<file path="config.mk">
export PLATFORM = sky130hd
export DESIGN_NAME = sound_channel1
export DESIGN_NICKNAME = d
export VERILOG_FILES = /design/src/design/sound_pkg.sv /design/src/design/ch_ctrl_if.sv /design/src/design/sound_regs.sv /design/src/design/frame_timer.sv /design/src/design/length_counter.sv /design/src/design/freq_sweep.sv /design/src/design/volume_envelope.sv /design/src/design/square_gen.sv /design/src/design/sound_channel1.sv
export SDC_FILE = /design/constraint.sdc
export NUM_CORES = 1
export LEC_CHECK = 0
export BUFFER_PORTS_ARGS = -buffer_cell sky130_fd_sc_hd__buf_2
export CAP_MARGIN = 20
export CORE_AREA = 2 2 119 121
export DETAILED_ROUTE_END_ITERATION = 6
export DIE_AREA = 0 0 121 123
export GPL_TIMING_DRIVEN = 1
export HOLD_SLACK_MARGIN = 0.15
export PLACE_DENSITY = 0.79
export SLEW_MARGIN = 20
export SYNTH_ARGS = -nofsm -noshare
export SYNTH_HDL_FRONTEND = slang
export SYNTH_HIERARCHICAL = 1
export SYNTH_SLANG_ARGS = --single-unit
export TNS_END_PERCENT = 50
</file>
<file path="constraint.sdc">
create_clock -name I_CLK33MHZ -period 4.6 [get_ports I_CLK33MHZ]
set_input_delay 0.92 -clock I_CLK33MHZ [delete_from_list [all_inputs] [get_ports I_CLK33MHZ]]
set_output_delay 0.92 -clock I_CLK33MHZ [all_outputs]
set_load 0.02 [all_outputs]
</file>
<file path="src/design/sound_pkg.sv">
package sound_pkg;

   // register map of pulse channel 1.
   localparam logic [15:0] addr_nr10 = 16'hff10;
   localparam logic [15:0] addr_nr11 = 16'hff11;
   localparam logic [15:0] addr_nr12 = 16'hff12;
   localparam logic [15:0] addr_nr13 = 16'hff13;
   localparam logic [15:0] addr_nr14 = 16'hff14;

   localparam int freq_w = 11; // frequency field and timer width.
   localparam int vol_w  = 4;  // volume and sample width.

   // length counter span, the nr11 length field covers 0 to len_max-1.
   localparam int len_max = 64;
   localparam int len_w   = $clog2(len_max);

   // wave patterns by duty code, bit n is the level at duty position n.
   localparam logic [7:0] duty_table [4] = '{
      8'b0000_0001,  // 12.5 %.
      8'b1000_0001,  // 25 %.
      8'b1000_0111,  // 50 %.
      8'b0111_1110   // 75 %.
   };

endpackage

</file>
<file path="src/design/ch_ctrl_if.sv">
`timescale 1ns/1ps

interface ch_ctrl_if;

   logic [2:0]                     sweep_time;
   logic                           sweep_decrease;
   logic [2:0]                     sweep_shift;
   logic [1:0]                     duty;
   logic [sound_pkg::len_w-1:0]    length_data;
   logic                           length_load;  // one cycle after an nr11 write.
   logic [sound_pkg::vol_w-1:0]    env_initial;
   logic                           env_increase;
   logic [2:0]                     env_period;
   logic [sound_pkg::freq_w-1:0]   base_freq;
   logic                           length_enable;
   logic                           trigger;      // one cycle after nr14 write with bit 7.

   modport regs (
      output sweep_time, sweep_decrease, sweep_shift, duty, length_data, length_load,
             env_initial, env_increase, env_period, base_freq, length_enable, trigger
   );

   modport chan (
      input  sweep_time, sweep_decrease, sweep_shift, duty, length_data, length_load,
             env_initial, env_increase, env_period, base_freq, length_enable, trigger
   );

endinterface

</file>
<file path="src/design/sound_regs.sv">
`timescale 1ns/1ps

module sound_regs (
   input  logic        I_CLK33MHZ,
   input  logic        I_RESET,
   input  logic [15:0] cpu_addr,
   input  logic [7:0]  cpu_wdata,
   input  logic        cpu_we,
   input  logic        cpu_re,
   output logic [7:0]  cpu_rdata,
   ch_ctrl_if.regs     ctrl
);

   logic [7:0] nr10, nr11, nr12, nr13, nr14;

   always_ff @(posedge I_CLK33MHZ) begin
      if (I_RESET) begin
         nr10             <= 8'h00;
         nr11             <= 8'h00;
         nr12             <= 8'h00;
         nr13             <= 8'h00;
         nr14             <= 8'h00;
         ctrl.trigger     <= 1'b0;
         ctrl.length_load <= 1'b0;
      end else begin
         ctrl.trigger     <= cpu_we && (cpu_addr == sound_pkg::addr_nr14) && cpu_wdata[7];
         ctrl.length_load <= cpu_we && (cpu_addr == sound_pkg::addr_nr11);
         if (cpu_we) begin
            case (cpu_addr)
               sound_pkg::addr_nr10: nr10 <= cpu_wdata;
               sound_pkg::addr_nr11: nr11 <= cpu_wdata;
               sound_pkg::addr_nr12: nr12 <= cpu_wdata;
               sound_pkg::addr_nr13: nr13 <= cpu_wdata;
               sound_pkg::addr_nr14: nr14 <= cpu_wdata;
               default: ;
            endcase
         end
      end
   end

   // read data is held until the next read.
   always_ff @(posedge I_CLK33MHZ) begin
      if (I_RESET) begin
         cpu_rdata <= 8'h00;
      end else if (cpu_re) begin
         case (cpu_addr)
            sound_pkg::addr_nr10: cpu_rdata <= nr10;
            sound_pkg::addr_nr11: cpu_rdata <= nr11;
            sound_pkg::addr_nr12: cpu_rdata <= nr12;
            sound_pkg::addr_nr13: cpu_rdata <= nr13;
            sound_pkg::addr_nr14: cpu_rdata <= nr14;
            default:              cpu_rdata <= 8'hff; // unmapped.
         endcase
      end
   end

   assign ctrl.sweep_time     = nr10[6:4];
   assign ctrl.sweep_decrease = nr10[3];
   assign ctrl.sweep_shift    = nr10[2:0];
   assign ctrl.duty           = nr11[7:6];
   assign ctrl.length_data    = nr11[sound_pkg::len_w-1:0];
   assign ctrl.env_initial    = nr12[7:4];
   assign ctrl.env_increase   = nr12[3];
   assign ctrl.env_period     = nr12[2:0];
   assign ctrl.base_freq      = {nr14[2:0], nr13};  // high bits from nr14.
   assign ctrl.length_enable  = nr14[6];

endmodule

</file>
<file path="src/design/frame_timer.sv">
`timescale 1ns/1ps

module frame_timer #(
   parameter int FRAME_DIV = 128906
) (
   input  logic I_CLK33MHZ,
   input  logic I_RESET,
   output logic len_tick,
   output logic sweep_tick,
   output logic env_tick
);

   localparam int div_w = $clog2(FRAME_DIV + 1);

   logic [div_w-1:0] div_cnt;
   logic [1:0]       step;   // frame step within one envelope period.
   logic             wrap;

   assign wrap = (div_cnt == div_w'(FRAME_DIV - 1));

   always_ff @(posedge I_CLK33MHZ) begin
      if (I_RESET) begin
         div_cnt    <= '0;
         step       <= 2'd0;
         len_tick   <= 1'b0;
         sweep_tick <= 1'b0;
         env_tick   <= 1'b0;
      end else begin
         len_tick   <= wrap;
         sweep_tick <= wrap && step[0];           // every second length tick.
         env_tick   <= wrap && (step == 2'd3);    // every fourth.
         if (wrap) begin
            div_cnt <= '0;
            step    <= step + 2'd1;
         end else begin
            div_cnt <= div_cnt + 1'b1;
         end
      end
   end

endmodule

</file>
<file path="src/design/length_counter.sv">
`timescale 1ns/1ps

module length_counter (
   input  logic    I_CLK33MHZ,
   input  logic    I_RESET,
   ch_ctrl_if.chan ctrl,
   input  logic    len_tick,
   output logic    ch_on
);

   localparam int cnt_w = $clog2(sound_pkg::len_max + 1);

   logic [cnt_w-1:0] count;
   logic             count_tick;

   assign count_tick = len_tick && ctrl.length_enable && (count != '0);

   always_ff @(posedge I_CLK33MHZ) begin
      if (I_RESET) begin
         count <= '0;
         ch_on <= 1'b0;
      end else begin
         if (ctrl.trigger || ctrl.length_load) begin
            count <= cnt_w'(sound_pkg::len_max) - cnt_w'(ctrl.length_data);
         end else if (count_tick) begin
            count <= count - 1'b1;
         end

         // trigger wins over a coinciding last tick.
         if (ctrl.trigger) ch_on <= 1'b1;
         else if (count_tick && count == cnt_w'(1)) ch_on <= 1'b0;
      end
   end

endmodule

</file>
<file path="src/design/freq_sweep.sv">
`timescale 1ns/1ps

module freq_sweep (
   input  logic                         I_CLK33MHZ,
   input  logic                         I_RESET,
   ch_ctrl_if.chan                      ctrl,
   input  logic                         sweep_tick,
   output logic [sound_pkg::freq_w-1:0] freq
);

   localparam int fw = sound_pkg::freq_w;

   logic [2:0]  sweep_cnt;
   logic [fw-1:0] delta;
   logic [fw:0]   stepped;   // extra bit flags an overflow.

   assign delta   = freq >> ctrl.sweep_shift;
   assign stepped = ctrl.sweep_decrease ? {1'b0, freq} - {1'b0, delta}
                                        : {1'b0, freq} + {1'b0, delta};

   always_ff @(posedge I_CLK33MHZ) begin
      if (I_RESET) begin
         freq      <= '0;
         sweep_cnt <= 3'd0;
      end else if (ctrl.trigger) begin
         freq      <= ctrl.base_freq;
         sweep_cnt <= 3'd0;
      end else if (sweep_tick && ctrl.sweep_time != 3'd0) begin
         if (sweep_cnt == ctrl.sweep_time - 3'd1) begin
            sweep_cnt <= 3'd0;
            if (!stepped[fw])
               freq <= stepped[fw-1:0];  // an overflowing step keeps the old value.
         end else begin
            sweep_cnt <= sweep_cnt + 3'd1;
         end
      end
   end

endmodule

</file>
<file path="src/design/volume_envelope.sv">
`timescale 1ns/1ps

module volume_envelope (
   input  logic                        I_CLK33MHZ,
   input  logic                        I_RESET,
   ch_ctrl_if.chan                     ctrl,
   input  logic                        env_tick,
   output logic [sound_pkg::vol_w-1:0] volume
);

   logic [2:0] env_cnt;

   always_ff @(posedge I_CLK33MHZ) begin
      if (I_RESET) begin
         volume  <= '0;
         env_cnt <= 3'd0;
      end else if (ctrl.trigger) begin
         volume  <= ctrl.env_initial;
         env_cnt <= 3'd0;
      end else if (env_tick && ctrl.env_period != 3'd0) begin // period 0 holds the volume.
         if (env_cnt == ctrl.env_period - 3'd1) begin
            env_cnt <= 3'd0;
            if (ctrl.env_increase && volume != '1)
               volume <= volume + 1'b1;
            else if (!ctrl.env_increase && volume != '0)
               volume <= volume - 1'b1;
         end else begin
            env_cnt <= env_cnt + 3'd1;
         end
      end
   end

endmodule

</file>
<file path="src/design/square_gen.sv">
`timescale 1ns/1ps

module square_gen #(
   parameter int FREQ_DIV = 8
) (
   input  logic                         I_CLK33MHZ,
   input  logic                         I_RESET,
   ch_ctrl_if.chan                      ctrl,
   input  logic [sound_pkg::freq_w-1:0] freq,
   input  logic [sound_pkg::vol_w-1:0]  volume,
   input  logic                         ch_on,
   output logic [sound_pkg::vol_w-1:0]  sample,
   output logic                         sample_valid,
   input  logic                         sample_ready
);

   localparam int pre_w = $clog2(FREQ_DIV + 1);

   logic [pre_w-1:0]              pre_cnt;
   logic [sound_pkg::freq_w-1:0]  timer;     // counts up from freq to all ones.
   logic [2:0]                    duty_pos;
   logic [sound_pkg::vol_w-1:0]   sample_r;
   logic                          stall;
   logic                          pre_tick;
   logic                          advance;
   logic                          new_sample;
   logic                          duty_bit;

   assign stall      = sample_valid && !sample_ready;  // pending sample not yet taken.
   assign pre_tick   = !stall && (pre_cnt == pre_w'(FREQ_DIV - 1));
   assign advance    = pre_tick && (timer == '1);
   assign new_sample = advance && !ctrl.trigger;
   assign duty_bit   = sound_pkg::duty_table[ctrl.duty][duty_pos];

   always_ff @(posedge I_CLK33MHZ) begin
      if (I_RESET) begin
         pre_cnt      <= '0;
         timer        <= '0;
         duty_pos     <= 3'd0;
         sample_valid <= 1'b0;
      end else begin
         if (ctrl.trigger) begin
            // restart the waveform from the new base frequency.
            pre_cnt  <= '0;
            timer    <= ctrl.base_freq;
            duty_pos <= 3'd0;
         end else if (!stall) begin
            pre_cnt <= pre_tick ? '0 : pre_cnt + 1'b1;
            if (pre_tick)
               timer <= (timer == '1) ? freq : timer + 1'b1;
            if (advance)
               duty_pos <= duty_pos + 3'd1;
         end

         if (new_sample) sample_valid <= 1'b1;
         else if (sample_ready) sample_valid <= 1'b0;
      end
   end

   always_ff @(posedge I_CLK33MHZ) begin
      if (I_RESET)
         sample_r <= '0;
      else if (new_sample)
         sample_r <= (duty_bit && ch_on) ? volume : '0;
   end

   assign sample = ch_on ? sample_r : '0;  // silent once the channel stops.

endmodule

</file>
<file path="src/design/sound_channel1.sv">
`timescale 1ns/1ps

module sound_channel1 #(
   parameter int FRAME_DIV = 128906,  // clocks per length tick, 256 Hz.
   parameter int FREQ_DIV  = 8
) (
   input  logic                        I_CLK33MHZ,
   input  logic                        I_RESET,
   input  logic [15:0]                 cpu_addr,
   input  logic [7:0]                  cpu_wdata,
   input  logic                        cpu_we,
   input  logic                        cpu_re,
   output logic [7:0]                  cpu_rdata,
   output logic [sound_pkg::vol_w-1:0] sample,
   output logic                        sample_valid,
   input  logic                        sample_ready,
   output logic                        ch1_on
);

   logic                         len_tick;
   logic                         sweep_tick;
   logic                         env_tick;
   logic [sound_pkg::freq_w-1:0] freq;
   logic [sound_pkg::vol_w-1:0]  volume;

   ch_ctrl_if ctrl ();

   sound_regs u_regs (
      .I_CLK33MHZ (I_CLK33MHZ),
      .I_RESET    (I_RESET),
      .cpu_addr   (cpu_addr),
      .cpu_wdata  (cpu_wdata),
      .cpu_we     (cpu_we),
      .cpu_re     (cpu_re),
      .cpu_rdata  (cpu_rdata),
      .ctrl       (ctrl.regs)
   );

   frame_timer #(.FRAME_DIV(FRAME_DIV)) u_frame (
      .I_CLK33MHZ (I_CLK33MHZ),
      .I_RESET    (I_RESET),
      .len_tick   (len_tick),
      .sweep_tick (sweep_tick),
      .env_tick   (env_tick)
   );

   length_counter u_length (
      .I_CLK33MHZ (I_CLK33MHZ),
      .I_RESET    (I_RESET),
      .ctrl       (ctrl.chan),
      .len_tick   (len_tick),
      .ch_on      (ch1_on)
   );

   freq_sweep u_sweep (
      .I_CLK33MHZ (I_CLK33MHZ),
      .I_RESET    (I_RESET),
      .ctrl       (ctrl.chan),
      .sweep_tick (sweep_tick),
      .freq       (freq)
   );

   volume_envelope u_env (
      .I_CLK33MHZ (I_CLK33MHZ),
      .I_RESET    (I_RESET),
      .ctrl       (ctrl.chan),
      .env_tick   (env_tick),
      .volume     (volume)
   );

   square_gen #(.FREQ_DIV(FREQ_DIV)) u_square (
      .I_CLK33MHZ   (I_CLK33MHZ),
      .I_RESET      (I_RESET),
      .ctrl         (ctrl.chan),
      .freq         (freq),
      .volume       (volume),
      .ch_on        (ch1_on),
      .sample       (sample),
      .sample_valid (sample_valid),
      .sample_ready (sample_ready)
   );

endmodule

</file>
==> results.py <==
metrics = {
    "outcome": {
        "outcome": "finished clean",
    },
    "die": {
        "rows": 43,
        "fp.coreArea_um2": 13600,
        "io_pins": 43,
        "die_y_um": 123,
        "die-area_um2": 14900,
        "start_util_pct": 58.4,
        "chipWidth_um": 121,
    },
    "timing": {
        "post-route-period-util_pct": 97.3,
        "fin_setup_tns_ns": 0,
        "hold_violations": 0,
        "fin_ws_ns": 0.126,
        "setup_violations": 0,
        "drv_slew": 0,
        "fmax_mhz": 224,
        "tightestPinTransition_ns": 0.777,
        "relSlewSlack_pct": 47.8,
        "fin_worst_skew_ns": 0.00748,
        "rsz0062_at_grt": "yes",
        "post-route-min-period_ns": 4.47,
    },
    "run": {
        "maxCapViolCount": 0,
    },
    "routing": {
        "wl_per_cell_um": 17.4,
        "drt_first_iter_violations": 473,
        "firstDrtPassIters": 6,
        "via_per_inst": 6.10,
        "wl_mm": 19.8,
        "drc": 0,
        "num_vias": 6908,
        "detail-route-antenna-nets": 0,
    },
    "critical_path": {
        "crit_arrival_ns": 4.81,
        "reg2reg_from": "u_regs/nr10[1]",
        "r2r_cells": 17,
        "cp_num_cells": 17,
        "cpPeakStageDelay_ns": 0.52,
        "critPathBufInv": 1,
        "cp_top_family": "simple AND/OR/NAND/NOR gates",
        "cp-end-kind": "register",
        "crit_path_cell_trace": "mux2_2, mux4_2, inv_1, ha_1, nand2_1, nor2b_2, a31oi_1, xor2_1, ha_1, a21o_1, or3_1, o21ai_2, a311oi_2, nor3_4, mux2i_4, or4_1, a31oi_1",
        "start_kind": "register",
        "r2r-end": "u_sweep/freq[3]",
        "cp_max_fo": 6,
        "slowest_stage": "or4_1",
        "critPathRequiredTime_ns": 4.93,
        "crit_type": "register to register",
        "reg2reg_slack_ns": 0.13,
    },
    "synth": {
        "yosysUniqueCellTypes": 90,
        "syn_area_um2": 7940,
        "yosys_warnings": 6,
        "ys_async_sr_fraction_pct": 0,
        "avgSynthCellArea_um2": 8.83,
        "synth_edf_count": 0,
        "yosysSeqAreaShare_pct": 31.3,
        "yosys_most_used_dff": "dfxtp_1",
        "ys_ff_latch": 124,
        "synth_fp_nets": 961,
        "netlist_instances": 899,
    },
    "global_route": {
        "grt_max_degree": 113,
        "grt_pass1_wl_mm": 31.8,
        "track_usage_pct": 26.7,
        "grt-ovfl-total": 0,
        "grt_pass1_vias": 6411,
        "antenna_found_initial": 0,
    },
    "layout": {
        "multi_input_area_um2": 5010,
        "drive_gt1_share_pct": 15.8,
        "fin_nets": 1002,
        "n_antenna_cell": 0,
        "fill_cells": 1064,
        "synthToLayoutAreaGrowth_pct": 13.9,
        "seqCellArea_um2": 2490,
    },
    "clock_network": {
        "tritoncts": "built",
        "cts_made_buffers": 17,
        "cts-root-buf": "clkbuf_16",
        "clk_latency_ns": 0.42,
        "htreeDepth": 4,
        "cts_max_path_buffers": 2,
        "path_clk_slew_ns": 0.06,
        "cts_sinks": 124,
    },
    "placed_design": {
        "place_worst_setup_slack_ns": -0.0872,
        "port_buffers": 42,
        "dp_hpwl_mm": 13.2,
        "routabilityCongestion": 0.919,
    },
    "power_and_ir_drop": {
        "cellLeakagePower_nw": 3.59,
        "peakVddDrop_v": 0.000258,
        "p_per_area_nw_per_um2": 296,
    },
    "worst_hold_path": {
        "hold_class": "register to register",
        "whs_endpoint": "u_square/pre_cnt[1]",
        "min_path_cells": 2,
        "worstHoldStart": "u_square/pre_cnt[1]",
    },
}
-- layout by cell type, fill, tap and decap left out, types with 4 or more instances in the layout --
| cell type | count |
|---|---|
| dfxtp_1 | 122 |
| nor2_1 | 87 |
| mux2i_1 | 71 |
| nand2b_1 | 57 |
| inv_1 | 45 |
| a21oi_1 | 45 |
| buf_2 | 42 |
| nand2_1 | 39 |
| ha_1 | 31 |
| buf_4 | 28 |
| xnor2_1 | 26 |
| xor2_1 | 24 |
| o21ai_0 | 22 |
| nor3_1 | 20 |
| a211oi_1 | 20 |
| nand3_1 | 19 |
| clkbuf_16 | 18 |
| or3_1 | 12 |
| o22ai_1 | 11 |
| nand4_1 | 10 |
| and3_1 | 10 |
| o31ai_1 | 9 |
| a31oi_1 | 9 |
| nor3b_1 | 8 |
| nor4_1 | 8 |
| and2_1 | 8 |
| or4_1 | 7 |
| o211ai_1 | 7 |
| and4_1 | 6 |
| bufinv_16 | 5 |
| a2111oi_0 | 5 |
| clkbuf_8 | 4 |
| a21o_1 | 4 |
| o21a_1 | 4 |
| and4b_1 | 4 |
| o32ai_1 | 4 |
-- synth_stat cells (3+ instances only) --
library cell / count / area (um2)
dfxtp_1: 124 / 2480
nor2_1: 87 / 327
mux2i_1: 72 / 721
nand2b_1: 57 / 357
a21oi_1: 45 / 225
inv_1: 45 / 169
nand2_1: 39 / 146
ha_1: 31 / 388
xnor2_1: 26 / 228
o21ai_0: 25 / 125
xor2_1: 24 / 210
nor3_1: 21 / 105
a211oi_1: 20 / 150
nand3_1: 19 / 95.1
clkbuf_1: 16 / 60.1
buf_4: 14 / 105
or3_1: 12 / 75.1
o22ai_1: 11 / 68.8
and3_1: 10 / 62.6
buf_6: 10 / 113
nand4_1: 10 / 62.6
a31oi_1: 9 / 56.3
and2_1: 9 / 56.3
buf_2: 9 / 45.0
o31ai_1: 9 / 67.6
nor3b_1: 8 / 60.1
nor4_1: 8 / 50.1
o211ai_1: 7 / 52.6
or4_1: 7 / 52.6
a2111oi_0: 6 / 52.6
and4_1: 6 / 52.6
a21o_1: 4 / 30.0
a311oi_1: 4 / 35.0
and4b_1: 4 / 40.0
o21a_1: 4 / 30.0
o32ai_1: 4 / 35.0
a2111oi_2: 3 / 45.0
buf_1: 3 / 11.3
mux4_2: 3 / 67.6
nor2b_1: 3 / 18.8
or2_2: 3 / 18.8
or3b_1: 3 / 26.3
-- layout make-up --
type,instances,area share [%]
Inverter,47,1.95
Timing Repair Buffer,73,5.36
Tap cell,180,2.49
Sequential cell,124,27.5
Multi-Input combinational cell,677,55.3
Clock inverter,11,2.07
Clock buffer,21,5.31
-- through the flow --
stage / power [mW] / hold slack, ns / utilization, % / instances / cell area, um2
3_3_place_gp: 1.21 / 0.462 / 60.5 / 1092 / 8230
3_5_place_dp: 1.21 / 0.471 / 60.5 / 1092 / 8230
6_report: 2.68 / 0.479 / 66.5 / 1133 / 9050
4_1_cts: 2.70 / 0.480 / 65.7 / 1128 / 8940
2_1_floorplan: 1.18 / 0.449 / - / 899 / 7940
5_1_grt: 2.75 / 0.491 / 66.5 / 1133 / 9050
-- kinds of logic (layout without fill, tap and decap cells) --
logic type,after synthesis,after routing,synth area share (%)
and+or+nand+nor,327,327,23.2
AOI/OAI and AO/OA,185,185,17.1
DFF,124,124,31.3
buffers and inverters,99,152,6.43
muxes,81,82,11.1
xor gates and xnor gates,50,50,5.51
adders and majority gates,33,33,5.39
-- sequential cells by signal (all words and copies together), names as in the netlist, 7 cells and up --
signal            flops
u_frame/div_cnt      17
u_square/timer       11
u_sweep/freq         11
u_regs/cpu_rdata      8
u_regs/nr10           8
u_regs/nr11           8
u_regs/nr12           8
u_regs/nr13           8
u_regs/nr14           8
u_length/count        7
-- power breakdown --
part / leakage, nW / total, mW / internal [mW] / switching, mW
Sequential: 1.00 / 1.09 / 1.08 / 0.00789
Combinational: 2.27 / 0.0956 / 0.0376 / 0.0580
Clock: 0.321 / 1.49 / 1.02 / 0.476
-- worst max-delay path by stage --
stage / from / endpoint / slack (ns)
finish: u_regs/nr10[1] / u_sweep/freq[3] / 0.13
global route: u_regs/nr10[1] / u_sweep/freq[4] / -0.02
global placement: u_regs/nr10[1] / u_sweep/freq[8] / 0.16
floorplan: u_regs/nr10[0] / u_sweep/freq[4] / 0.37
CTS: u_regs/nr10[1] / u_sweep/freq[4] / 0.001
detailed placement: u_regs/nr10[1] / u_sweep/freq[4] / -0.09
-- worst register-to-register path, delay by kind of cell, from the launching register on --
family          cells  cell delay (ns)
simple gates        5             1.39
mux                 3             1.03
compound gates      5             0.80
fa+ha+maj           2             0.51
flops               1             0.40
xor+xnor            1             0.20
buf+inv             1             0.07
-- routing by layer --
metal / share of wire (%) / routed length [um] / GRT usage [%] / up-vias
met2: 49 / 9740 / 45.0 / 214
met4: 2.5 / 491 / 10.3 / 0
met1: 44 / 8670 / 34.1 / 3305
met3: 4.3 / 857 / 4.89 / 40
met5: 0 / 0 / 0 / -
li1: - / - / - / 3349
-- what timing repair did --
| item | 4_1_cts | 5_1_grt |
|---|---|---|
| pin swaps | 0 | 4 |
| resized for setup | 2 | 17 |
| cloned | 1 | 1 |
| setup endpoints to repair | 8 | 11 |
| hold buffers | 0 | 0 |
| setup buffers | 3 | 4 |
Note: power is estimated with default switching activity, not from simulation.
